<file path="src/common/pace_macros.svh">
// Build-time dimensions of the piecewise polynomial approximation unit:
// lane count, word width, search depth, polynomial degree, table columns
// and the fixed-point fraction used by the multiply-add

`ifndef PACE_MACROS_SVH
`define PACE_MACROS_SVH

`define PACE_H               8   // Lanes, also rows (segments) of the table
`define PACE_BITW            16  // Signed Q8.8 data and coefficient width
`define PACE_PART_BST_STAGES 3   // Tree levels, segment count is 2 to this power
`define PACE_NPOLY           2   // Polynomial degree
`define PACE_W               6   // Breakpoint columns then coefficient columns
`define PACE_FRAC            8   // Fraction bits dropped after each product

`endif
</file>
<file path="src/common/pace_data_pkg.sv">
// Datapath types of the approximation unit
// - pace_word_t, one signed fixed-point data word
// - pace_pid_t, partition id that steers the table crossbar

`include "pace_macros.svh"

package pace_data_pkg;

  // One bit of the partition id per tree level
  localparam int unsigned PIDW = `PACE_PART_BST_STAGES;

  typedef logic signed [`PACE_BITW-1:0] pace_word_t;

  // Node index within a level for breakpoint columns, segment for coefficient columns
  typedef logic [PIDW-1:0] pace_pid_t;

endpackage

</file>
<file path="src/logic/pace_xmux.sv">
// Table crossbar of the approximation unit
// - breakpoint columns select within the node group of their level
// - coefficient columns select across all rows
// - spare columns read as zero, and a disabled unit passes the table through

`timescale 1ns/1ps

`include "pace_macros.svh"

module pace_xmux
  import pace_data_pkg::*;
#(
  localparam int unsigned H     = `PACE_H,
  localparam int unsigned W     = `PACE_W,
  localparam int unsigned BP    = `PACE_PART_BST_STAGES,
  localparam int unsigned NPOLY = `PACE_NPOLY
)(
  input  pace_word_t [H-1:0][W-1:0] x_input_i,
  input  logic                      enable_i,
  input  pace_pid_t  [H-1:0][W-1:0] part_id_i,
  output pace_word_t [H-1:0][W-1:0] x_output_o
);

  pace_word_t [H-1:0][W-1:0] routed;

  for (genvar w = 0; w < W; w++) begin : gen_col
    localparam int GroupSize = 1 << w;
    if (w < BP) begin : gen_bst
      // The nodes of level w form one group in rows 0 to GroupSize-1
      if (GroupSize == 1) begin : gen_root
        for (genvar h = 0; h < H; h++) begin : gen_lane
          assign routed[h][w] = x_input_i[0][w];  // Single root node, no select needed
        end
      end else begin : gen_group
        pace_word_t grp [GroupSize];
        for (genvar g = 0; g < GroupSize; g++) begin : gen_entry
          assign grp[g] = x_input_i[g][w];
        end
        for (genvar h = 0; h < H; h++) begin : gen_lane
          assign routed[h][w] = grp[part_id_i[h][w][w-1:0]];  // Only w id bits are meaningful
        end
      end
    end else if (w <= BP + NPOLY) begin : gen_poly
      pace_word_t col [H];
      for (genvar g = 0; g < H; g++) begin : gen_entry
        assign col[g] = x_input_i[g][w];
      end
      for (genvar h = 0; h < H; h++) begin : gen_lane
        assign routed[h][w] = col[part_id_i[h][w]];  // Any lane may read any segment
      end
    end else begin : gen_spare
      for (genvar h = 0; h < H; h++) begin : gen_lane
        assign routed[h][w] = '0;
      end
    end
  end

  assign x_output_o = enable_i ? routed : x_input_i;

endmodule

</file>
<file path="config.mk">
export PLATFORM = sky130hd
export DESIGN_NAME = pace_xmux
export DESIGN_NICKNAME = d
export VERILOG_FILES = /design/src/common/pace_data_pkg.sv /design/src/logic/pace_xmux.sv
export VERILOG_INCLUDE_DIRS = /design/src /design/src/common
export SDC_FILE = /design/constraint.sdc
export NUM_CORES = 2
export LEC_CHECK = 0
export ABC_CLOCK_PERIOD_IN_PS = 1300
export BUFFER_PORTS_ARGS = -buffer_cell sky130_fd_sc_hd__buf_2
export CORE_AREA = 10 10 646 648
export DETAILED_ROUTE_END_ITERATION = 16
export DIE_AREA = 0 0 656 658
export PLACE_DENSITY_LB_ADDON = 0.05
export SLEW_MARGIN = 40
export SYNTH_ARGS = -nofsm -noshare
export SYNTH_HDL_FRONTEND = slang
export SYNTH_SLANG_ARGS = --single-unit
</file>
<file path="constraint.sdc">
create_clock -name vclk -period 1.3
set_input_delay 0.065 -clock vclk [all_inputs]
set_output_delay 0.065 -clock vclk [all_outputs]
set_load 0.02 [all_outputs]
</file>
* Word-level counts from Yosys, hierarchy flattened
Cells that the tools add are included.
** Storage, ports and cells
- Register bits after elaboration :: 0
- Latch bits :: 0
- Memory bits (writable) :: 0
- ROM bits :: 0
- Input port bits :: 913
- Output and inout bits :: 768
- Logic and storage cells :: 201
- Memories :: 0
** Cells by class
- $add $sub $neg :: 0
- Multiply operators :: 0
- Divide/modulo/power cells :: 0
- Order comparisons :: 40
- Equality and inequality tests :: 0
- Shift operators :: 0
- Multiplexer cells :: 121
- Bitwise logic cells :: 40
- Reduce and logical (&&, ||, !) cells :: 0
** Operators by type and width (count)
- 16-bit 2-to-1 mux :: 88
- 16-bit binary-select mux with 3-bit select :: 24
- 768-bit 2-to-1 mux :: 1
- 16-bit binary-select mux with 2-bit select :: 8
- 4-bit greater-or-equal comparator (second input constant) :: 24
- 3-bit NOT with 4-bit output :: 24
- 3-bit greater-or-equal comparator (second input constant) :: 8
- 2-bit NOT with 3-bit output :: 8
- 2-bit greater-or-equal comparator (second input constant) :: 8
- 1-bit NOT with 2-bit output :: 8

* Depth between registers and ports, before layout
- Word-level depth :: 5
- Depth in mapped cells :: 7
- Mapped depth without buffers :: 3

* Worst setup path after synthesis
OpenSTA, ideal clock, no wires.
- Path kind :: in2out
- Start point :: input port enable_i
- End point :: output port x_output_o[682] (netlist bit)
- Arrival :: 1.319 ns
- Required time :: 1.235 ns
- Setup slack :: -0.084 ns
- Cell stages on the path :: 6
- Buffers on the path :: 5
- Cell sequence :: buf_4 -> buf_6 -> buf_4 -> buf_4 -> buf_2 -> o21ai_0
** RTL lines
- start: declaration :: line pace_xmux.sv:19 : input logic enable_i,
- end: declaration :: line pace_xmux.sv:21 : output pace_word_t [H-1:0][W-1:0] x_output_o

==> reports/qor.txt <==
die area: 432,000 um2
CP Launch Type: primary input
fin worst setup slack: -0.163 ns
Initial Util: 0.102
Synth top area share: 0.306
drt drc: 0
final hold vios: 0
first-pass GRT wire length: 619,000 um
Yosys warning total: 0
Detail Placement HPWL: 403,000 um
final instance area: 74,500 um2
drt first pass iters: 5
hold buffers post-CTS: 0
RSZ-0062 raised after global routing: yes
io pins: 1,681
Post-Syn Nets: 6,342
final antenna-violating net count: 0
routed len/inst: 37.6 um
post-synthesis average cell area: 7.62 um2
Syn Inst Count: 5,429
initial antenna violation count: 196
via count: 56.5k
global-route usage over all layers: 0.210
Placement Cell Area: 64,900 um2
Worst setup EP type: primary output
worst slack, placed: -0.563 ns
row count: 234
critical path fanouts, max: 7
largest cells by area after synthesis: mux2i_1 (31%), nor2b_1 (12%), a41o_1 (9.3%)
fillers: 45.8k
vias per cell: 4.35
Critical Path RT: 1.24 ns
Max Clk Rate: 0.684 GHz
post-synth top area cell: mux2i_1
Worst VDD drop: 0.265 mV
DR iter-0 viols: 4,005
final global-route overflow total: 0
Die H: 658 um
seq_cells: 0
critical path class: in -> out
Hold Path Class: in -> out
final setup violating endpoints: 488
Distinct cells, synth: 32
relative slew slack: 0.624
CLK BUF: 0
port buffer count: 1,633
status: finished, violations left
Hold Crit Start: x_input_i[8]
Mapped Area: 41,400 um2
PD cells: 493 nW/um2
gpl congestion: 0.919
die outline width: 656 um
register area share after synthesis: 0
violated checks: setup timing
Critical Path Source: part_id_i[132]
via count of the first global-routing pass: 56.7k
WP data arrival: 1.40 ns
WL final: 489,000 um
share of cells above drive strength 1: 0.477
Slew Viols, Final: 0
largest net degree at the start of global routing: 37
Layout area overhead: 80.0%
Tcrit/Tclk final: 1.13
Max Cap Viol: 0
post-layout min period: 1.46 ns
area of the multi-input gates: 38,000 um2
Worst-Margin Slew: 0.563 ns
core area: 405,000 um2
leakage: 34.1 nW
Nets: 8,364
Register Area: 0 um2
[logic make-up after synthesis]
| family | after synthesis | share of synthesized area |
|---|---|---|
| AOI/OAI and AO/OA | 1492 | 0.292 |
| buffers and inverters | 1091 | 0.136 |
| muxes | 1472 | 0.386 |
| and+or+nand+nor | 1374 | 0.186 |
[through the flow]
stage	hold WS [ns]	instances	util	power (mW)	TNS (ns)
2_1_floorplan	0.243	5429	-	14.9	-0.261
3_3_place_gp	0.428	12700	0.161	32.7	-155.35
3_5_place_dp	0.429	12700	0.161	32.6	-158.70
4_1_cts	0.430	12800	0.177	36.1	-41.22
5_1_grt	0.432	13000	0.184	38.1	-47.13
6_report	0.426	13000	0.184	36.7	-24.82
[routing by layer]
metal,wire [um],share of wire,up-vias,global-route usage
met4,23200,0.047,134,0.0756
met5,905,0.0019,-,0
met2,251000,0.51,2063,0.391
met1,194000,0.40,29100,0.243
li1,-,-,24700,-
met3,19800,0.040,546,0.0264
[cells in the mapped netlist (48+ instances only)]
| cell type | n |
|---|---|
| mux2i_1 | 1264 |
| a22oi_1 | 384 |
| o22ai_1 | 48 |
| o21ai_0 | 112 |
| a41o_1 | 384 |
| a21oi_1 | 128 |
| buf_2 | 263 |
| a211o_1 | 384 |
| buf_6 | 80 |
| inv_1 | 113 |
| clkbuf_1 | 236 |
| nand3_1 | 384 |
| buf_1 | 237 |
| nor2b_1 | 785 |
| nor2_1 | 152 |
| mux2_2 | 104 |
| buf_4 | 139 |
[critical path: stages]
cell and delay [ns]:
buf_12 0.10, buf_12 0.14, mux4_2 0.52, mux2_4 0.36
buf_6 0.17
[final timing paths]
check / endpoint / slack, ns / depth (start not counted)
max: x_output_o[707] / -0.16 / 5
min: x_output_o[8] / 0.43 / 2
[repair_timing]
| action | CTS | global route |
|---|---|---|
| gates resized for setup | 1183 | 424 |
| pin swaps | 143 | 80 |
| gates cloned | 66 | 42 |
| buffers inserted | 71 | 17 |
| setup endpoints to repair | 738 | 613 |
[layout make-up]
class              count  share of cell area
diodes               112             0.00376
inverters            114             0.00575
multi-input cells   4338               0.510
well taps           5428              0.0912
repair buffers      2997               0.389
[where the power goes]
group	leakage, nW	switching [mW]	internal [mW]	total [mW]
combinational	34.1	21.3	15.4	36.7
sequential	0	0	0	0
clock	0.000710	0	0.0000107	0.0000107
total	34.1	21.3	15.4	36.7
[cell usage in the layout (no fill, tap or decap), types with 112 or more instances in the layout]
master	synthesis	final
mux2i_1	1264	1240
buf_2	263	1182
buf_4	139	866
nor2b_1	785	734
buf_12	4	400
a211o_1	384	384
nand3_1	384	384
buf_6	80	358
a22oi_1	384	332
a41o_1	384	305
nor2_1	152	117
inv_1	113	113
diode_2	0	112
(Power assumes the default switching activity.)
