**src/common/pace_macros.svh**
```systemverilog
// Build-time dimensions of the piecewise polynomial approximation unit:
// lane count, word width, search depth, polynomial degree, table columns
// and the fixed-point fraction used by the multiply-add

`ifndef PACE_MACROS_SVH
`define PACE_MACROS_SVH

`define PACE_H               8   // Lanes, also rows (segments) of the table
`define PACE_BITW            16  // Signed Q8.8 data and coefficient width
`define PACE_PART_BST_STAGES 3   // Tree levels, segment count is 2 to this power
`define PACE_NPOLY           2   // Polynomial degree
`define PACE_W               6   // Breakpoint columns then coefficient columns
`define PACE_FRAC            8   // Fraction bits dropped after each product

`endif
```
**src/common/pace_data_pkg.sv**
```systemverilog
// Datapath types of the approximation unit
// - pace_word_t, one signed fixed-point data word
// - pace_pid_t, partition id that steers the table crossbar

`include "pace_macros.svh"

package pace_data_pkg;

  // One bit of the partition id per tree level
  localparam int unsigned PIDW = `PACE_PART_BST_STAGES;

  typedef logic signed [`PACE_BITW-1:0] pace_word_t;

  // Node index within a level for breakpoint columns, segment for coefficient columns
  typedef logic [PIDW-1:0] pace_pid_t;

endpackage

```
**src/logic/pace_bst_search.sv**
```systemverilog
// Pipelined breakpoint search of the approximation unit
// One register stage per tree level, each lane compares its x against the
// breakpoint of its current node and appends the result to its node index

`timescale 1ns/1ps

`include "pace_macros.svh"

module pace_bst_search
  import pace_data_pkg::*;
#(
  localparam int unsigned H = `PACE_H,
  localparam int unsigned S = `PACE_PART_BST_STAGES
)(
  input  logic                      clk_i,
  input  logic                      arst_n_i,
  input  logic                      x_valid_i,
  input  pace_word_t [H-1:0]        x_i,
  input  pace_word_t [H-1:0][S-1:0] bp_i,
  output pace_pid_t  [H-1:0][S-1:0] part_id_o,
  output pace_pid_t  [H-1:0]        seg_o,
  output pace_word_t [H-1:0]        x_o,
  output logic                      valid_o
);

  pace_word_t [H-1:0] x_q   [S];  // Lane data held by each stage
  pace_pid_t  [H-1:0] pid_q [S];  // Node index reached before this stage's level
  logic       [H-1:0] ge    [S];  // Upper branch taken at this stage's level
  logic       [S-1:0] vld_q;

  // Equal to the breakpoint takes the upper branch
  always_comb begin
    for (int s = 0; s < S; s++) begin
      for (int h = 0; h < H; h++) begin
        ge[s][h] = (x_q[s][h] >= bp_i[h][s]);
      end
    end
  end

  always_ff @(posedge clk_i or negedge arst_n_i) begin
    if (!arst_n_i) begin
      vld_q <= '0;
    end else begin
      vld_q <= {vld_q[S-2:0], x_valid_i};
    end
  end

  always_ff @(posedge clk_i) begin
    x_q[0]   <= x_i;
    pid_q[0] <= '0;  // Every lane starts at the root
    for (int s = 1; s < S; s++) begin
      x_q[s] <= x_q[s-1];
      for (int h = 0; h < H; h++) begin
        pid_q[s][h] <= {pid_q[s-1][h][PIDW-2:0], ge[s-1][h]};
      end
    end
  end

  // Each stage steers its own breakpoint column, the last compare completes the segment
  always_comb begin
    for (int h = 0; h < H; h++) begin
      seg_o[h] = {pid_q[S-1][h][PIDW-2:0], ge[S-1][h]};
      for (int s = 0; s < S; s++) begin
        part_id_o[h][s] = pid_q[s][h];
      end
    end
  end

  assign x_o     = x_q[S-1];
  assign valid_o = vld_q[S-1];

endmodule

```
**config.mk**
```make
export PLATFORM = sky130hd
export DESIGN_NAME = pace_bst_search
export DESIGN_NICKNAME = d
export VERILOG_FILES = /design/src/common/pace_data_pkg.sv /design/src/logic/pace_bst_search.sv
export VERILOG_INCLUDE_DIRS = /design/src /design/src/common
export SDC_FILE = /design/constraint.sdc
export NUM_CORES = 1
export LEC_CHECK = 0
export BUFFER_PORTS_ARGS = -buffer_cell sky130_fd_sc_hd__buf_4
export CAP_MARGIN = 5
export CORE_AREA = 5 5 288 290
export DETAILED_ROUTE_END_ITERATION = 12
export DIE_AREA = 0 0 293 295
export HOLD_SLACK_MARGIN = 0.06
export PLACE_DENSITY = 0.55
export SYNTH_ARGS = -nofsm -noshare
export SYNTH_HDL_FRONTEND = slang
export SYNTH_SLANG_ARGS = --single-unit
```
**constraint.sdc**
```tcl
create_clock -name clk_i -period 4.2 [get_ports clk_i]
set_clock_uncertainty 0.2 [all_clocks]
set_input_delay 0.21 -clock clk_i [delete_from_list [all_inputs] [get_ports clk_i]]
set_output_delay 0.21 -clock clk_i [all_outputs]
set_load 0.01 [all_outputs]
```
### Yosys cells after proc, flatten, opt, wreduce, memory -nomap -nowiden

Memory sizes are Yosys's and may differ from the RTL's.
Cells that the tools add are included.

* $lt $le $gt $ge: 24

Operators by type and width (number)
* greater-or-equal comparator 16 bit: 24

* register bits after elaboration: 3
* bits in writable memories: 456
* logic and storage cells: 27
* memories kept: 2

Memories
* x_q: words 3, bits a word 128, rd ports 3, clocked after memory_dff 0, wr ports 3, RTL line pace_bst_search.sv:26 `pace_word_t [H-1:0] x_q [S];`
* pid_q: words 3, bits a word 24, rd ports 3, clocked after memory_dff 0, wr ports 3, RTL line pace_bst_search.sv:27 `pace_pid_t [H-1:0] pid_q [S];`

### Logic depth before layout (Yosys ltp)

* word-level depth: 1
* depth in mapped cells: 8
* depth with buffers taken out: 7

### Worst setup path after synthesis

Ideal clock, no wire load.

* path kind: register -> output
* start: memory x_q[0][287] in the netlist's numbering
* end: output seg_o[3] in the netlist's numbering
* arrival time: 1934 ps
* data required time: 3790 ps
* slack: 1856 ps
* cell stages (with the launch flop): 8
* buffers on the path: 1
* cells stage by stage: dfxtp_1 -> ha_1 -> nand4_1 -> or3_1 -> a211o_1 -> o211ai_1 -> mux2_1 -> buf_4

RTL lines
* from (decl): RTL line pace_bst_search.sv:26
* to (decl): RTL line pace_bst_search.sv:21 `output pace_pid_t [H-1:0] seg_o,`

==> flow_summary_export.csv <==
group,metric,value,unit
clocking,cts-root-buf,"clkbuf_16",
die,die-area,86400,sq um
routing,wl_per_cell,17.4,um
critical_path,critical-path-slowest-cell,"nor3_1",
routing,ant_nets,0,
clocking,numCtsBuffers,49,
clocking,clkTransAtPathRegs,0.06,ns
critical_path,regToRegEndpoint,"pid_q[1][9]",
critical_path,r2r_cells,7,
worst_hold_path,whs_path_depth,5,
clocking,cts_resized,0,
logic_synthesis,syn_inst,1921,
clocking,clk_path_buf_depth,3,
placement,io_buffers,691,
clocking,cts_tree,"built",
global_routing,grt_remaining_overflow,0,
power_and_ir_drop,ir_drop,0.252,mV
power_and_ir_drop,total_power,10.8,mW
critical_path,timing_worst_setup_path_type,"reg2out",
die,dieHeight,295,um
worst_hold_path,min_path_type,"in2reg",
sta,finalSetupViolCount,0,
routing,avgViaCountPerCell,4.05,
sta,fmax,309,MHz
die,core_region_area,80000,sq um
critical_path,crit_arrival,2.82,ns
critical_path,timing.rr.start,"x_q[0][63]",
sta,worst_pin_slew,0.563,ns
power_and_ir_drop,switching_power,2.74,mW
die,die_w,293,um
critical_path,cp-start-kind,"flip-flop",
power_and_ir_drop,intPower,8.04,mW
critical_path,crit_path_max_fanout,3,
critical_path,worstSetupStartpoint,"x_q[0][335]",
placement,gp_congestion,0.877,
power_and_ir_drop,switching_share,0.254,
power_and_ir_drop,clkPwrFrac,0.437,
run_status,status,"completed",
power_and_ir_drop,leakagePower,15.1,nW
die,num_rows,104,
power_and_ir_drop,pwr_density_cell,371,nW/um^2
sta,slew_headroom,0.624,
critical_path,cp.required,3.79,ns
routing,drc,0,
logic_synthesis,postSynthAreaPerCell,10.2,sq um
clocking,insertion_delay,0.59,ns
sta,period_share,0.769,
sta,tns,0,ns
global_routing,grtUsageTotal,0.148,
run,drv_cap,0,
finish,drive_gt1_frac,0.281,
logic_synthesis,synth_seq_cells,411,
logic_synthesis,syn_area,19500,sq um
clocking,htreeDepth,2,
sta,fin_crit,3.23,ns
critical_path,ff2ff_setup_slack,1.43,ns
routing,drtPass1Iterations,4,
global_routing,antenna_found_initial,18,
routing,drt_first_iter_violations,397,
die,ios,740,
worst_hold_path,whs_endpoint,"pid_q[2][9]",
power_and_ir_drop,comb_power_share,0.163,
logic_synthesis,synth.yosys.warnings,0,
critical_path,max_stage_delay,0.51,ns
routing,drt_wl_total,67600,um
finish,nFillCells,8087,
global_routing,grt_max_degree,15,
sta,rsz0062_at_grt,"no",
critical_path,crit_chain,"ha_1 > nand4_1 > nor3_1 > a21boi_1 > nor4_1 > mux2_1 > buf_4",
logic_synthesis,synth_seq_area_share,0.422,
logic_synthesis,ys_types,38,
finish,nets,3658,
finish,regArea,8240,sq um
power_and_ir_drop,p_seq_frac,0.400,
die,start_util,0.244,
finish,multi_input_comb_area,8500,sq um
worst_hold_path,hold_path_startpoint,"bp_i[160]",
global_routing,first_global_vias,16800,
critical_path,cp-end-kind,"output pin",
global_routing,grt_pass1_wl,97500,um
routing,num_vias,15700,
placement,dp.final_hpwl,57700,um
sta,finalMaxSlewViolations,0,
sta,hold_viol_final,0,
clocking,clkSinkCount,411,
finish,area_growth,48.8,%
cells in the final DEF, fill, tap and decap left out, types with 25 or more instances in the layout:
| cell | netlist | final |
|---|---|---|
| inv_1 | 385 | 385 |
| a21oi_1 | 107 | 107 |
| buf_4 | 200 | 691 |
| o211ai_1 | 25 | 25 |
| dfxtp_1 | 408 | 408 |
| nand4_1 | 75 | 75 |
| ha_1 | 384 | 384 |
| nand2_1 | 29 | 29 |
| clkbuf_16 | 0 | 50 |
| nand3_1 | 45 | 45 |
| a21o_1 | 62 | 62 |
| conb_1 | 1 | 48 |
| dlygate4sd3_1 | 0 | 249 |
kinds of logic after synthesis:
group                    share of synthesized area
AO/OA/AOI/OAI                               0.0946
adder cells (fa/ha/maj)                      0.246
buffers and inverters                        0.151
flip-flops                                   0.422
multiplexers                                0.0138
other                                     0.000192
AND/OR/NAND/NOR                             0.0718
critical path, delay by kind of cell, from the launching register on:
kind,cells,cell delay [ns]
AO/OA/AOI/OAI,1,0.32
adder cells (fa/ha/maj),1,0.32
flip-flops,1,0.32
buffers and inverters,1,0.15
multiplexers,1,0.32
AND/OR/NAND/NOR,3,0.82
stage by stage:
stage          std cells  cell area [sq um]   util  hold slack (ns)  setup slack [ns]
2_1_floorplan       1968              19700      -           -0.286              1.86
3_3_place_gp        3519              24700  0.309           -0.198              1.52
3_5_place_dp        3519              24700  0.309           -0.195              1.53
4_1_cts             3858              29000  0.362           0.0603             0.878
5_1_grt             3868              29000  0.363           0.0596             0.890
6_report            3874              29000  0.363           0.0872             0.968
layout make-up:
type	count	area share
timing repair buffer	940	0.264
tap	1060	0.0457
clock inverter	31	0.0155
inverter	385	0.0498
multi-input combinational	972	0.293
sequential	411	0.284
antenna	14	0.00121
clock buffer	61	0.0469
layer usage:
| metal | vias up | part of all wire | GRT usage |
|---|---|---|---|
| met4 | 6 | 0.032 | 0.0553 |
| li1 | 8042 | - | - |
| met3 | 113 | 0.062 | 0.0369 |
| met5 | - | 0.00050 | 0 |
| met2 | 447 | 0.50 | 0.263 |
| met1 | 7064 | 0.41 | 0.172 |
power by group through the flow:
stage               Clock (mW)  Combinational, mW  Sequential (mW)
detailed placement           0               1.54             4.40
floorplan                    0              0.896             4.33
finish                    4.71               1.75             4.31
global route              5.03               1.95             4.34
global placement             0               1.53             4.40
CTS                       4.87               1.76             4.32
repair_timing:
item | CTS | global route
endpoints found under the hold margin | 148 | 2
buffers inserted | 0 | 0
hold buffers | 247 | 2
setup endpoints to repair | 0 | 0
synthesized netlist by cell type:
| cell type | count | area [sq um] |
|---|---|---|
| dfxtp_1 | 408 | 8170 |
| inv_1 | 385 | 1450 |
| ha_1 | 384 | 4800 |
| buf_4 | 200 | 1500 |
| a21oi_1 | 107 | 536 |
| nand4_1 | 75 | 469 |
| a21o_1 | 62 | 465 |
| nand3_1 | 45 | 225 |
| nand2_1 | 29 | 109 |
| o211ai_1 | 25 | 188 |
| nor2b_1 | 23 | 144 |
| nor3_1 | 23 | 115 |
| a211oi_1 | 20 | 150 |
| mux2_1 | 20 | 225 |
| a221oi_1 | 17 | 149 |
| a21boi_1 | 16 | 120 |
| and4_1 | 16 | 140 |
| nor4_1 | 16 | 100 |
| a2111oi_0 | 7 | 61.3 |
| a41o_1 | 4 | 40.0 |
| mux2_2 | 4 | 45.0 |
| nor4b_1 | 4 | 35.0 |
| o21ai_1 | 4 | 20.0 |
| o41ai_1 | 4 | 35.0 |
| dfrtp_1 | 3 | 75.1 |
| o21a_1 | 3 | 22.5 |
| nor2_1 | 2 | 7.51 |
| o2111ai_1 | 2 | 17.5 |
| o21ai_0 | 2 | 10.0 |
| o31ai_1 | 2 | 15.0 |
| or4_1 | 2 | 15.0 |
| a211o_1 | 1 | 8.76 |
| a21oi_2 | 1 | 8.76 |
| conb_1 | 1 | 3.75 |
| nand3_2 | 1 | 10.0 |
| nor2b_4 | 1 | 13.8 |
| or3_1 | 1 | 6.26 |
| or4_4 | 1 | 11.3 |
worst max-delay path by stage:
stage	to	slack, ns	cells after the start
5_1_grt	seg_o[12]	0.89	7
3_3_place_gp	seg_o[12]	1.52	9
3_5_place_dp	seg_o[12]	1.53	9
6_report	seg_o[12]	0.97	7
2_1_floorplan	seg_o[3]	1.86	7
4_1_cts	seg_o[12]	0.88	7
registers in the layout, indices dropped and copies added, names as in the netlist:
name   cells
x_q      384
pid_q     24
vld_q      3
(Power assumes the default switching activity.)
