$ cat src/common/pace_macros.svh
// Build-time dimensions of the piecewise polynomial approximation unit:
// lane count, word width, search depth, polynomial degree, table columns
// and the fixed-point fraction used by the multiply-add

`ifndef PACE_MACROS_SVH
`define PACE_MACROS_SVH

`define PACE_H               8   // Lanes, also rows (segments) of the table
`define PACE_BITW            16  // Signed Q8.8 data and coefficient width
`define PACE_PART_BST_STAGES 3   // Tree levels, segment count is 2 to this power
`define PACE_NPOLY           2   // Polynomial degree
`define PACE_W               6   // Breakpoint columns then coefficient columns
`define PACE_FRAC            8   // Fraction bits dropped after each product

`endif
$ cat src/common/pace_cfg_pkg.sv
// Configuration port types of the approximation unit
// - pace_cfg_kind_e, kind field at the top of every address
// - pace_bp_addr_t and pace_coef_addr_t, the two address layouts
// - pace_cfg_addr_u, one address word seen through either layout

package pace_cfg_pkg;

  typedef enum logic [1:0] {
    CFG_KIND_BP   = 2'd0,  // Breakpoint of one tree node
    CFG_KIND_COEF = 2'd1,  // Coefficient of one segment
    CFG_KIND_CTRL = 2'd2   // Control word, bit 0 is the enable
  } pace_cfg_kind_e;

  typedef struct packed {
    pace_cfg_kind_e kind;
    logic [2:0]     level;  // Tree level, also the breakpoint column
    logic [2:0]     node;   // Node index within that level
  } pace_bp_addr_t;

  typedef struct packed {
    pace_cfg_kind_e kind;
    logic [2:0]     degree;  // Power of x the coefficient multiplies
    logic [2:0]     seg;     // Segment, also the table row
  } pace_coef_addr_t;

  // Both views share the kind bits, so either one can be used to read the kind
  typedef union packed {
    pace_bp_addr_t   bp;
    pace_coef_addr_t coef;
  } pace_cfg_addr_u;

endpackage

$ cat src/common/pace_data_pkg.sv
// Datapath types of the approximation unit
// - pace_word_t, one signed fixed-point data word
// - pace_pid_t, partition id that steers the table crossbar

`include "pace_macros.svh"

package pace_data_pkg;

  // One bit of the partition id per tree level
  localparam int unsigned PIDW = `PACE_PART_BST_STAGES;

  typedef logic signed [`PACE_BITW-1:0] pace_word_t;

  // Node index within a level for breakpoint columns, segment for coefficient columns
  typedef logic [PIDW-1:0] pace_pid_t;

endpackage

$ cat src/pace_table/pace_cfg_regs.sv
// Configuration register block of the approximation unit
// - breakpoint and coefficient table, H rows by W columns
// - enable bit of the table crossbar
// Writes come from a one-cycle strobe with address and data

`timescale 1ns/1ps

`include "pace_macros.svh"

module pace_cfg_regs
  import pace_data_pkg::*;
  import pace_cfg_pkg::*;
#(
  localparam int unsigned H     = `PACE_H,
  localparam int unsigned W     = `PACE_W,
  localparam int unsigned BP    = `PACE_PART_BST_STAGES,
  localparam int unsigned NPOLY = `PACE_NPOLY,
  localparam int unsigned COLW  = $clog2(W)
)(
  input  logic                        clk_i,
  input  logic                        arst_n_i,
  input  logic                        cfg_we_i,
  input  pace_cfg_addr_u              cfg_addr_i,
  input  pace_word_t                  cfg_wdata_i,
  output pace_word_t [H-1:0][W-1:0]   table_o,
  output logic                        enable_o
);

  pace_word_t [H-1:0][W-1:0] table_q;
  logic                      enable_q;

  logic                      wr_en;
  pace_pid_t                 wr_row;
  logic [COLW-1:0]           wr_col;
  logic                      ctrl_we;

  // Address decode, the kind field picks the layout of the remaining bits
  always_comb begin
    wr_en   = 1'b0;
    wr_row  = '0;
    wr_col  = '0;
    ctrl_we = 1'b0;
    if (cfg_we_i) begin
      case (cfg_addr_i.bp.kind)
        CFG_KIND_BP: begin
          wr_row = cfg_addr_i.bp.node;
          wr_col = COLW'(cfg_addr_i.bp.level);
          // Level w only has 2**w nodes, anything beyond is dropped
          wr_en  = (cfg_addr_i.bp.level < BP) &&
                   ((cfg_addr_i.bp.node >> cfg_addr_i.bp.level) == '0);
        end
        CFG_KIND_COEF: begin
          wr_row = cfg_addr_i.coef.seg;
          wr_col = COLW'(BP) + COLW'(cfg_addr_i.coef.degree);  // Coefficients sit after breakpoints
          wr_en  = (cfg_addr_i.coef.degree <= NPOLY);
        end
        CFG_KIND_CTRL: begin
          ctrl_we = 1'b1;
        end
        default: begin
          wr_en = 1'b0;  // Reserved kind, write is ignored
        end
      endcase
    end
  end

  always_ff @(posedge clk_i or negedge arst_n_i) begin
    if (!arst_n_i) begin
      table_q  <= '0;
      enable_q <= 1'b0;
    end else begin
      if (wr_en) begin
        table_q[wr_row][wr_col] <= cfg_wdata_i;
      end
      if (ctrl_we) begin
        enable_q <= cfg_wdata_i[0];
      end
    end
  end

  assign table_o  = table_q;
  assign enable_o = enable_q;

endmodule

$ cat config.mk
export PLATFORM = sky130hd
export DESIGN_NAME = pace_cfg_regs
export DESIGN_NICKNAME = d
export VERILOG_FILES = /design/src/common/pace_cfg_pkg.sv /design/src/common/pace_data_pkg.sv /design/src/pace_table/pace_cfg_regs.sv
export VERILOG_INCLUDE_DIRS = /design/src /design/src/common
export SDC_FILE = /design/constraint.sdc
export NUM_CORES = 1
export LEC_CHECK = 0
export ABC_AREA = 1
export BUFFER_PORTS_ARGS = -buffer_cell sky130_fd_sc_hd__buf_2
export CAP_MARGIN = 40
export CORE_MARGIN = 4
export CORE_UTILIZATION = 25
export DETAILED_ROUTE_END_ITERATION = 10
export SLEW_MARGIN = 0
export SYNTH_ARGS = -nofsm -noshare
export SYNTH_HDL_FRONTEND = slang
export SYNTH_SLANG_ARGS = --single-unit
export TNS_END_PERCENT = 1
$ cat constraint.sdc
create_clock -name clk_i -period 0.8 [get_ports clk_i]
set_input_delay 0.12 -clock clk_i [delete_from_list [all_inputs] [get_ports clk_i]]
set_output_delay 0.12 -clock clk_i [all_outputs]
set_load 0.01 [all_outputs]
Yosys cells after proc, flatten, opt, wreduce, memory -nomap -nowiden --
Index checks and enable logic that the tools add are counted.
Storage, ports and cells: register bits 769, bits of input ports 27, output and inout bits 769, word-level logic and storage cells 78
Operators by class: $add $sub $neg 1, $lt $le $gt $ge 6, equality and inequality tests 2, shifts and indexed selects 1, mux-type cells 13, reductions and logical operators 6
Operator list (number):
- 768-bit bitwise mux | 1
- 96-bit demux with 3-bit select | 1
- 96-bit two-way mux | 1
- 16-bit demux with 3-bit select | 1
- 16-bit two-way mux | 1
- 3-bit two-way mux | 3
- 3-bit by 4-bit < comparator with 1-bit output (second input constant) | 2
- 3-bit by 1-bit >= comparator with 1-bit output (second input constant) | 2
- 3-bit case mux with 2 select lines | 1
- 2-bit by 3-bit adder with 3-bit output (first input constant) | 1
- 3-bit by 2-bit less-or-equal comparator with 1-bit output (second input constant) | 1
- 1-bit logical AND | 3
- 3-bit logical NOT | 1
- 3-bit by 2-bit < comparator with 1-bit output (second input constant) | 1
- 1-bit two-way mux | 3
- 3-bit by 3-bit >> shifter with 3-bit output | 1
- 2-bit by 1-bit == test with 1-bit output (second input constant) | 1
- 2-bit == test (second input constant) | 1
- 2-bit logical NOT | 1
- 1-bit case mux with 2 select lines | 1
- 2-bit OR reduction | 1

Depth between registers and ports, before layout --
Gate-level depths: netlist of the first run.
word-level depth 10, mapped depth 13, depth with buffers taken out 11

Least setup slack after synthesis of the first run --
Ideal clock, no wire load.
path kind input to register, start input cfg_addr_i[3] (netlist name), end register table_q, in the netlist table_o[146], setup time 0.121 ns, arrival 1.579 ns, required time 0.679 ns, path slack -0.900 ns, stages 12, path buffers 2, cells stage by stage inv_2 ha_1 inv_1 nand3_1 nand2_1 nand2_1 inv_2 nand3_2 buf_2 buf_1 o21bai_1 nand2_1
On the way: cells in the longest elaborated chain, start to end 10, elaborated cells on any way between the ends 18, classes of those cells 1 x add/sub; 4 x order compare; 1 x shift; 9 x mux; 3 x reduce/logical
RTL lines:
- start, declared | RTL line pace_cfg_regs.sv:23 | input pace_cfg_addr_u cfg_addr_i,
- 2-bit by 3-bit adder with 3-bit output | RTL line pace_cfg_regs.sv:54 | wr_col = COLW'(BP) + COLW'(cfg_addr_i.coef.degree);
- 3-bit case mux with 2 select lines | RTL line pace_cfg_regs.sv:44 | case (cfg_addr_i.bp.kind)
- 3-bit two-way mux | RTL line pace_cfg_regs.sv:43 | if (cfg_we_i) begin
- 3-bit by 4-bit < comparator with 1-bit output (implied by the code) or 3-bit by 1-bit >= comparator with 1-bit output (tied branches) | RTL line pace_cfg_regs.sv:73 | table_q[wr_row][wr_col] <= cfg_wdata_i;
- 1-bit logical AND (implied by the code) | RTL line pace_cfg_regs.sv:73
- 16-bit two-way mux (implied by the code) | RTL line pace_cfg_regs.sv:73
- 16-bit demux with 3-bit select | RTL line pace_cfg_regs.sv:73
- 96-bit two-way mux (implied by the code) | RTL line pace_cfg_regs.sv:73
- 96-bit demux with 3-bit select | RTL line pace_cfg_regs.sv:73
- 768-bit bitwise mux | RTL line pace_cfg_regs.sv:73
- end signal, assigned by index | RTL line pace_cfg_regs.sv:73
- end, declared | RTL line pace_cfg_regs.sv:29 | pace_word_t [H-1:0][W-1:0] table_q;
Several ways; a longest one is shown, not always the timed one. A chain may end at the register's enable or synchronous reset.

Worst setup path in the final report of the first run --
start register table_q, in the netlist table_o[288], end output table_o[288] (netlist name)
RTL lines:
- end, declared | RTL line pace_cfg_regs.sv:25 | output pace_word_t [H-1:0][W-1:0] table_o,
No word-level cell between the ends.

==> results of run 1 <==
## layout make-up
type / count / area, µm² / area share, %
Antenna cell: 2 / 5.00 / 0.0110
Clock buffer: 122 / 2520 / 5.52
Clock inverter: 36 / 393 / 0.861
Inverter: 278 / 1050 / 2.30
Multi-Input combinational cell: 2481 / 10800 / 23.7
Sequential cell: 769 / 19200 / 42.2
Tap cell: 1650 / 2060 / 4.53
Timing Repair Buffer: 1102 / 9530 / 20.9
## worst reg2reg max path, delay by kind of cell (launching register included)
family	cells	cell delay, ns
DFF	1	0.40
buffers and inverters	2	0.21
and+or+nand+nor	1	0.14
AOI/OAI and AO/OA	1	0.10
## per-stage QoR
| stage | instance area [µm²] | worst slack, ns | util (%) |
|---|---|---|---|
| floorplan | 32000 | -0.769 | - |
| global placement | 40700 | -1.42 | 32.3 |
| detailed placement | 40700 | -1.41 | 32.3 |
| CTS | 44800 | -0.764 | 35.6 |
| global route | 45600 | -0.734 | 36.2 |
| finish | 45600 | -0.669 | 36.2 |
## report_power, final
part	switching, mW	internal, mW	total [mW]
Combinational	4.44	2.59	7.03
Clock	17.2	23.7	40.9
Sequential	0.697	39.9	40.6
Total	22.3	66.2	88.5
## worst paths after layout
kind                                            end                     start  cells after the start  slack, ns
min in group clk_i         table_o[368]$_DFFE_PN0P_             cfg_addr_i[5]                      6       0.10
hold reg to reg            table_o[566]$_DFFE_PN0P_  table_o[566]$_DFFE_PN0P_                      2       0.47
max in group asynchronous  table_o[740]$_DFFE_PN0P_                  arst_n_i                      4      -0.05
hold / removal             table_o[587]$_DFFE_PN0P_                  arst_n_i                      3       0.01
setup reg to reg           table_o[639]$_DFFE_PN0P_  table_o[639]$_DFFE_PN0P_                      4      -0.20
setup / recovery                       table_o[288]  table_o[288]$_DFFE_PN0P_                      1      -0.67
## sequential cells by signal, indices dropped and copies added, names as in the netlist
register and count:
table_o 768, enable_o 1
## per-layer routing
| layer | routed length (µm) | up-vias |
|---|---|---|
| met4 | 4860 | 8 |
| met1 | 56500 | 13869 |
| met3 | 12000 | 229 |
| li1 | - | 13157 |
| met2 | 61500 | 1102 |
| met5 | 57 | - |
## layout by cell type (no fill, tap or decap), drive strengths merged, types with 5 or more instances in the layout
master       count
nand2         2100
inv            282
clkinv          25
nand3           19
nor2            98
bufinv           5
buf           1080
dlygate4sd3     20
dfrtp          769
o21bai         256
clkbuf         124
## timing repair
item                       4_1_cts  5_1_grt
hold endpoints to repair      1538        6
pin swaps                       39       49
gates resized for setup        190      141
cloned                           0        1
setup endpoints to repair     1538     1541
setup buffers                    5        2
## cell families after synthesis
kind of cell / synth area share [%]
simple gates: 26.8
flops: 60.6
buf+inv: 6.37
compound gates: 6.11
fa+ha+maj: 0.0788
mux: 0.0355
==> flow_summary.json, run 1 <==
{
  "postSynth.topFlopCell": "sky130_fd_sc_hd__dfrtp_1",
  "route.antenna.remaining_nets": 0,
  "yosys.area.top_type": "sky130_fd_sc_hd__dfrtp_1",
  "asyncSetResetFlopFracSynth_pct": 100,
  "clock_pin_slew_on_the_worst_setup_and_hold_paths_ns": 0.06,
  "placed_cells": 6251,
  "maxSlewViolCount": 0,
  "grt_first_pass_wirelength_um": 194000,
  "synthDominantCellAreaShare_pct": 60.6,
  "gp_congestion": 0.818,
  "drive_gt1_share_pct": 27.8,
  "ios": 796,
  "crit_path_top_delay_cell": "sky130_fd_sc_hd__dfrtp_2",
  "route.vias.total": 28365,
  "report.final.setup_viol": 1540,
  "yosysMostFrequentCell": "sky130_fd_sc_hd__nand2_1",
  "first_global_vias": 28135,
  "fillers": 12801,
  "die_area_um2": 133000,
  "die-height_um": 364,
  "place_hpwl_um": 95800,
  "largest_net_degree_at_the_start_of_global_routing": 84,
  "final_nets": 4747,
  "clk_sink_count": 769,
  "final.setup.worst_slack_ns": -0.669,
  "netlist_instances": 3756,
  "failed_checks": "negative setup slack",
  "cts_made_buffers": 86,
  "floorplan.initialDensity_pct": 25.2,
  "portBuffers": 795,
  "post_synth_most_frequent_cells": "2,100 x sky130_fd_sc_hd__nand2_1, 769 x sky130_fd_sc_hd__dfrtp_1, 275 x sky130_fd_sc_hd__inv_1",
  "gr-usage-met2_pct": 31.0,
  "final_min_period_over_clock_period_pct": 184,
  "synthesis.nets": 3785,
  "syn-mean-instance-area_um2": 8.45,
  "number_of_storage_elements_in_the_synthesis_netlist": 769,
  "worstSetupPathType": "register to primary output",
  "area_growth_pct": 43.7,
  "placementRows": 130,
  "hp-class": "input port to async pin",
  "post_synth_main_area_contributors": "sky130_fd_sc_hd__dfrtp_1 61%, sky130_fd_sc_hd__nand2_1 25%, sky130_fd_sc_hd__o21bai_1 6.1%, sky130_fd_sc_hd__inv_1 3.3%, sky130_fd_sc_hd__clkbuf_1 1.6%",
  "core_region_area_um2": 126000,
  "max_clock_freq_mhz": 681,
  "critPathMaxFanout": 2,
  "slew_headroom_pct": 66.2,
  "antenna_violations_before_repair": 8,
  "run_status": "finished with violations",
  "gr-usage-all-layers_pct": 19.8,
  "worstSetupEndpointType": "primary output",
  "cp_cell_sequence": "buf_6",
  "max_stage_delay_ns": 0.50,
  "detail_route.drc_violations": 0,
  "whs_ns": 0.0139,
  "finalHoldViolCount": 0,
  "fraction_of_the_yosys_area_taken_by_sequential_cells_pct": 60.6,
  "viasPerCell": 4.40,
  "dr_pass1_iterations": 8,
  "cellLeakagePower_nw": 24.7,
  "layout.cells.non_filler": 6440,
  "final.min_clock_period_ns": 1.47,
  "design_power_total_mw": 88.5,
  "critical_path.startpoint_type": "register",
  "peakVddDrop_uv": 1480,
  "insertion_delay_ns": 0.68,
  "cts-root-buf": "sky130_fd_sc_hd__clkbuf_16",
  "groute.layer.met1.usage_pct": 25.6,
  "holdBufCountCts": 21,
  "grt_overflow_total": 0,
  "syn_area_um2": 31800,
  "worstMarginPinSlew_ns": 0.506,
  "rsz0062_at_grt": "true",
  "routedWlPerCell_um": 20.9,
  "detail_route.wirelength_um": 135000,
  "worst_ep_arrival_time_ns": 1.35,
  "power_density_nw_per_um2": 1940,
  "maxCapViolCount": 0,
  "finalSetupTns_ns": -617.07,
  "cts.path.max_buffers": 3,
  "cts.htree.levels": 3,
  "yosysWarnings": 0,
  "grtUsageMet3_pct": 5.97,
  "clock-skew-final_ns": 0,
  "yosysUniqueCellTypes": 21,
  "die_width_um": 364,
  "critPathBufInv": 1,
  "number_of_enable_type_register_cells_in_the_synthesized_netlist": 0,
  "grt.busiest_layer": "met2",
  "cts_tree": "done",
  "cp_top_family": "flip-flops",
  "worstPathRequired_ns": 0.68,
  "drt_iter0_markers": 2361
}
Power figures use the tool's default switching activity.
==> run 2, diff against run 1 <==
--- a/config.mk
+++ b/config.mk
@@ -9,9 +9,10 @@
 export ABC_AREA = 1
 export BUFFER_PORTS_ARGS = -buffer_cell sky130_fd_sc_hd__buf_2
 export CAP_MARGIN = 40
-export CORE_MARGIN = 4
-export CORE_UTILIZATION = 25
+export CORE_AREA = 4 4 304 306
 export DETAILED_ROUTE_END_ITERATION = 10
+export DIE_AREA = 0 0 308 310
+export PLACE_DENSITY = 0.69
 export SLEW_MARGIN = 0
 export SYNTH_ARGS = -nofsm -noshare
 export SYNTH_HDL_FRONTEND = slang
==> run 2 against run 1 <==
Compared with the run above: the flow still finishes with violations (negative setup slack); total power down 0.88%; worst setup slack better by 0.12 ns; global-route usage grew 5.4 points; via count up 2.4%; wire length is 7.4% lower; clock power decreased by 2%; count of clock-buffer cells in the layout down 3; final cell count down 7.9%; highest routed layer unchanged.
==> flow_summary.json, run 2 (same netlist as run 1, synthesis figures left out) <==
{
  "run_status": "finished with violations",
  "failed_checks": "negative setup slack",
  "drt_iter0_markers": 2663,
  "final_nets": 4717,
  "largest_net_degree_at_the_start_of_global_routing": 64,
  "worst_ep_arrival_time_ns": 1.23,
  "final.setup.worst_slack_ns": -0.551,
  "worstMarginPinSlew_ns": 0.506,
  "crit_path_top_delay_cell": "sky130_fd_sc_hd__dfrtp_1",
  "whs_ns": 0.0795,
  "largest_reg_flops": 768,
  "hp-class": "input port to async pin",
  "max_stage_delay_ns": 0.42,
  "antenna_violations_before_repair": 8,
  "rsz0062_at_grt": "true",
  "grt_overflow_total": 0,
  "ios": 796,
  "finalSetupTns_ns": -606.47,
  "placementRows": 110,
  "maxCapViolCount": 0,
  "most-common-layout-cells": "2,064 x sky130_fd_sc_hd__nand2_1, 769 x sky130_fd_sc_hd__dfrtp_1, 622 x sky130_fd_sc_hd__buf_2",
  "placement.setup.worst_slack_ns": -1.36,
  "dr_pass1_iterations": 6,
  "first_global_vias": 28334,
  "grt_first_pass_wirelength_um": 182000,
  "insertion_delay_ns": 0.64,
  "worstSetupEndpointType": "primary output",
  "cp_cell_sequence": "buf_2",
  "floorplan.initialDensity_pct": 35.4,
  "reg2reg_slack_ns": -0.06,
  "worstPathRequired_ns": 0.68,
  "final_common_cell": "sky130_fd_sc_hd__nand2_1",
  "clk_sink_count": 769,
  "critical_path.reg2reg.startpoint": "table_o[247]$_DFFE_PN0P_",
  "clock_pin_slew_on_the_worst_setup_and_hold_paths_ns": 0.06,
  "report.final.setup_viol": 1537,
  "cts.path.max_buffers": 3,
  "finalHoldViolCount": 0,
  "route.antenna.remaining_nets": 0,
  "cp_top_family": "flip-flops",
  "detail_route.wirelength_um": 125000,
  "portBuffers": 795,
  "core_region_area_um2": 89600,
  "worst-r2r-cell-count": 4,
  "peakVddDrop_uv": 1500,
  "critical_path.reg2reg.endpoint": "table_o[247]$_DFFE_PN0P_",
  "gr-usage-all-layers_pct": 25.1,
  "critical_path.startpoint_type": "register",
  "routedWlPerCell_um": 21.1,
  "final.min_clock_period_ns": 1.35,
  "layout.cells.non_filler": 5931,
  "area_growth_pct": 40.4,
  "critPathMaxFanout": 2,
  "cts_tree": "done",
  "clock-skew-final_ns": 0,
  "critPathBufInv": 1,
  "placement.cell_area_um2": 39600,
  "gp_congestion": 0.839,
  "place_hpwl_um": 85300,
  "viasPerCell": 4.90,
  "die_area_um2": 95500,
  "fillers": 8182,
  "cellLeakagePower_nw": 24.4,
  "cts-root-buf": "sky130_fd_sc_hd__clkbuf_16",
  "drive_gt1_share_pct": 27.7,
  "die-height_um": 310,
  "final_min_period_over_clock_period_pct": 169,
  "maxSlewViolCount": 0,
  "detail_route.drc_violations": 0,
  "cts.htree.levels": 3,
  "die_width_um": 308,
  "slew_headroom_pct": 66.2,
  "finish.instance_area_um2": 44600,
  "power_density_nw_per_um2": 1970,
  "route.vias.total": 29057,
  "max_clock_freq_mhz": 740,
  "worstSetupPathType": "register to primary output",
  "placed_cells": 5735,
  "cts_made_buffers": 83
}
[run 2: cell types whose count changed in the layout (fill, tap and decap cells not counted), sizes merged, moves of 2 or more]
cell,change
clkinv,-7
bufinv,+3
clkbuf,-2
buf,-27
clkinvlp,-2
diode,+2
[run 2: what timing repair did]
item,4_1_cts,5_1_grt
hold buffers,19,0
buffers inserted,11,10
gates resized for setup,121,213
cloned,2,2
pin swaps,6,52
endpoints found under the hold margin,1498,0
setup endpoints to repair,1537,1537
[run 2: layout make-up]
cell class,count,area [µm²],area share [%]
flip-flops and latches,769,19200,43.2
multi-input cells,2481,11000,24.6
repair buffers,1075,8980,20.1
clock buffers,119,2430,5.46
well taps,1176,1470,3.30
inverters,278,1060,2.38
clock inverters,29,402,0.901
diodes,4,10.0,0.0225
[run 2: per-stage QoR]
step                utilization, %  total power [mW]
detailed placement            44.2              47.5
floorplan                        -              43.4
global placement              44.2              47.4
finish                        49.7              87.7
CTS                           48.4              88.1
global route                  49.7              90.6
[run 2: where the power goes]
part	switching, mW	internal (mW)	leakage, nW
Sequential	0.646	39.9	9.38
Clock	16.4	23.8	1.40
Combinational	4.45	2.55	13.6
Total	21.5	66.2	24.4
[run 2: per-layer routing]
metal  global-route usage, %  share of wire (%)  up-vias
met3                    7.13                9.4      328
met1                    31.5                 39    14160
met2                    40.5                 46     1467
li1                        -                  -    13094
met5                       0              0.046        -
met4                    11.8                5.1        8
[run 2: worst max path at each step]
stage | end | cells past startpoint | slack [ns] | start
5_1_grt | table_o[306] | 1 | -0.60 | table_o[306]$_DFFE_PN0P_
6_report | table_o[691] | 1 | -0.55 | table_o[691]$_DFFE_PN0P_
3_3_place_gp | table_o[691]$_DFFE_PN0P_ | 10 | -1.35 | cfg_addr_i[7]
4_1_cts | table_o[325] | 1 | -0.60 | table_o[325]$_DFFE_PN0P_
3_5_place_dp | table_o[402]$_DFFE_PN0P_ | 14 | -1.36 | cfg_addr_i[4]
2_1_floorplan | table_o[101]$_DFFE_PN0P_ | 10 | -0.77 | cfg_addr_i[6]
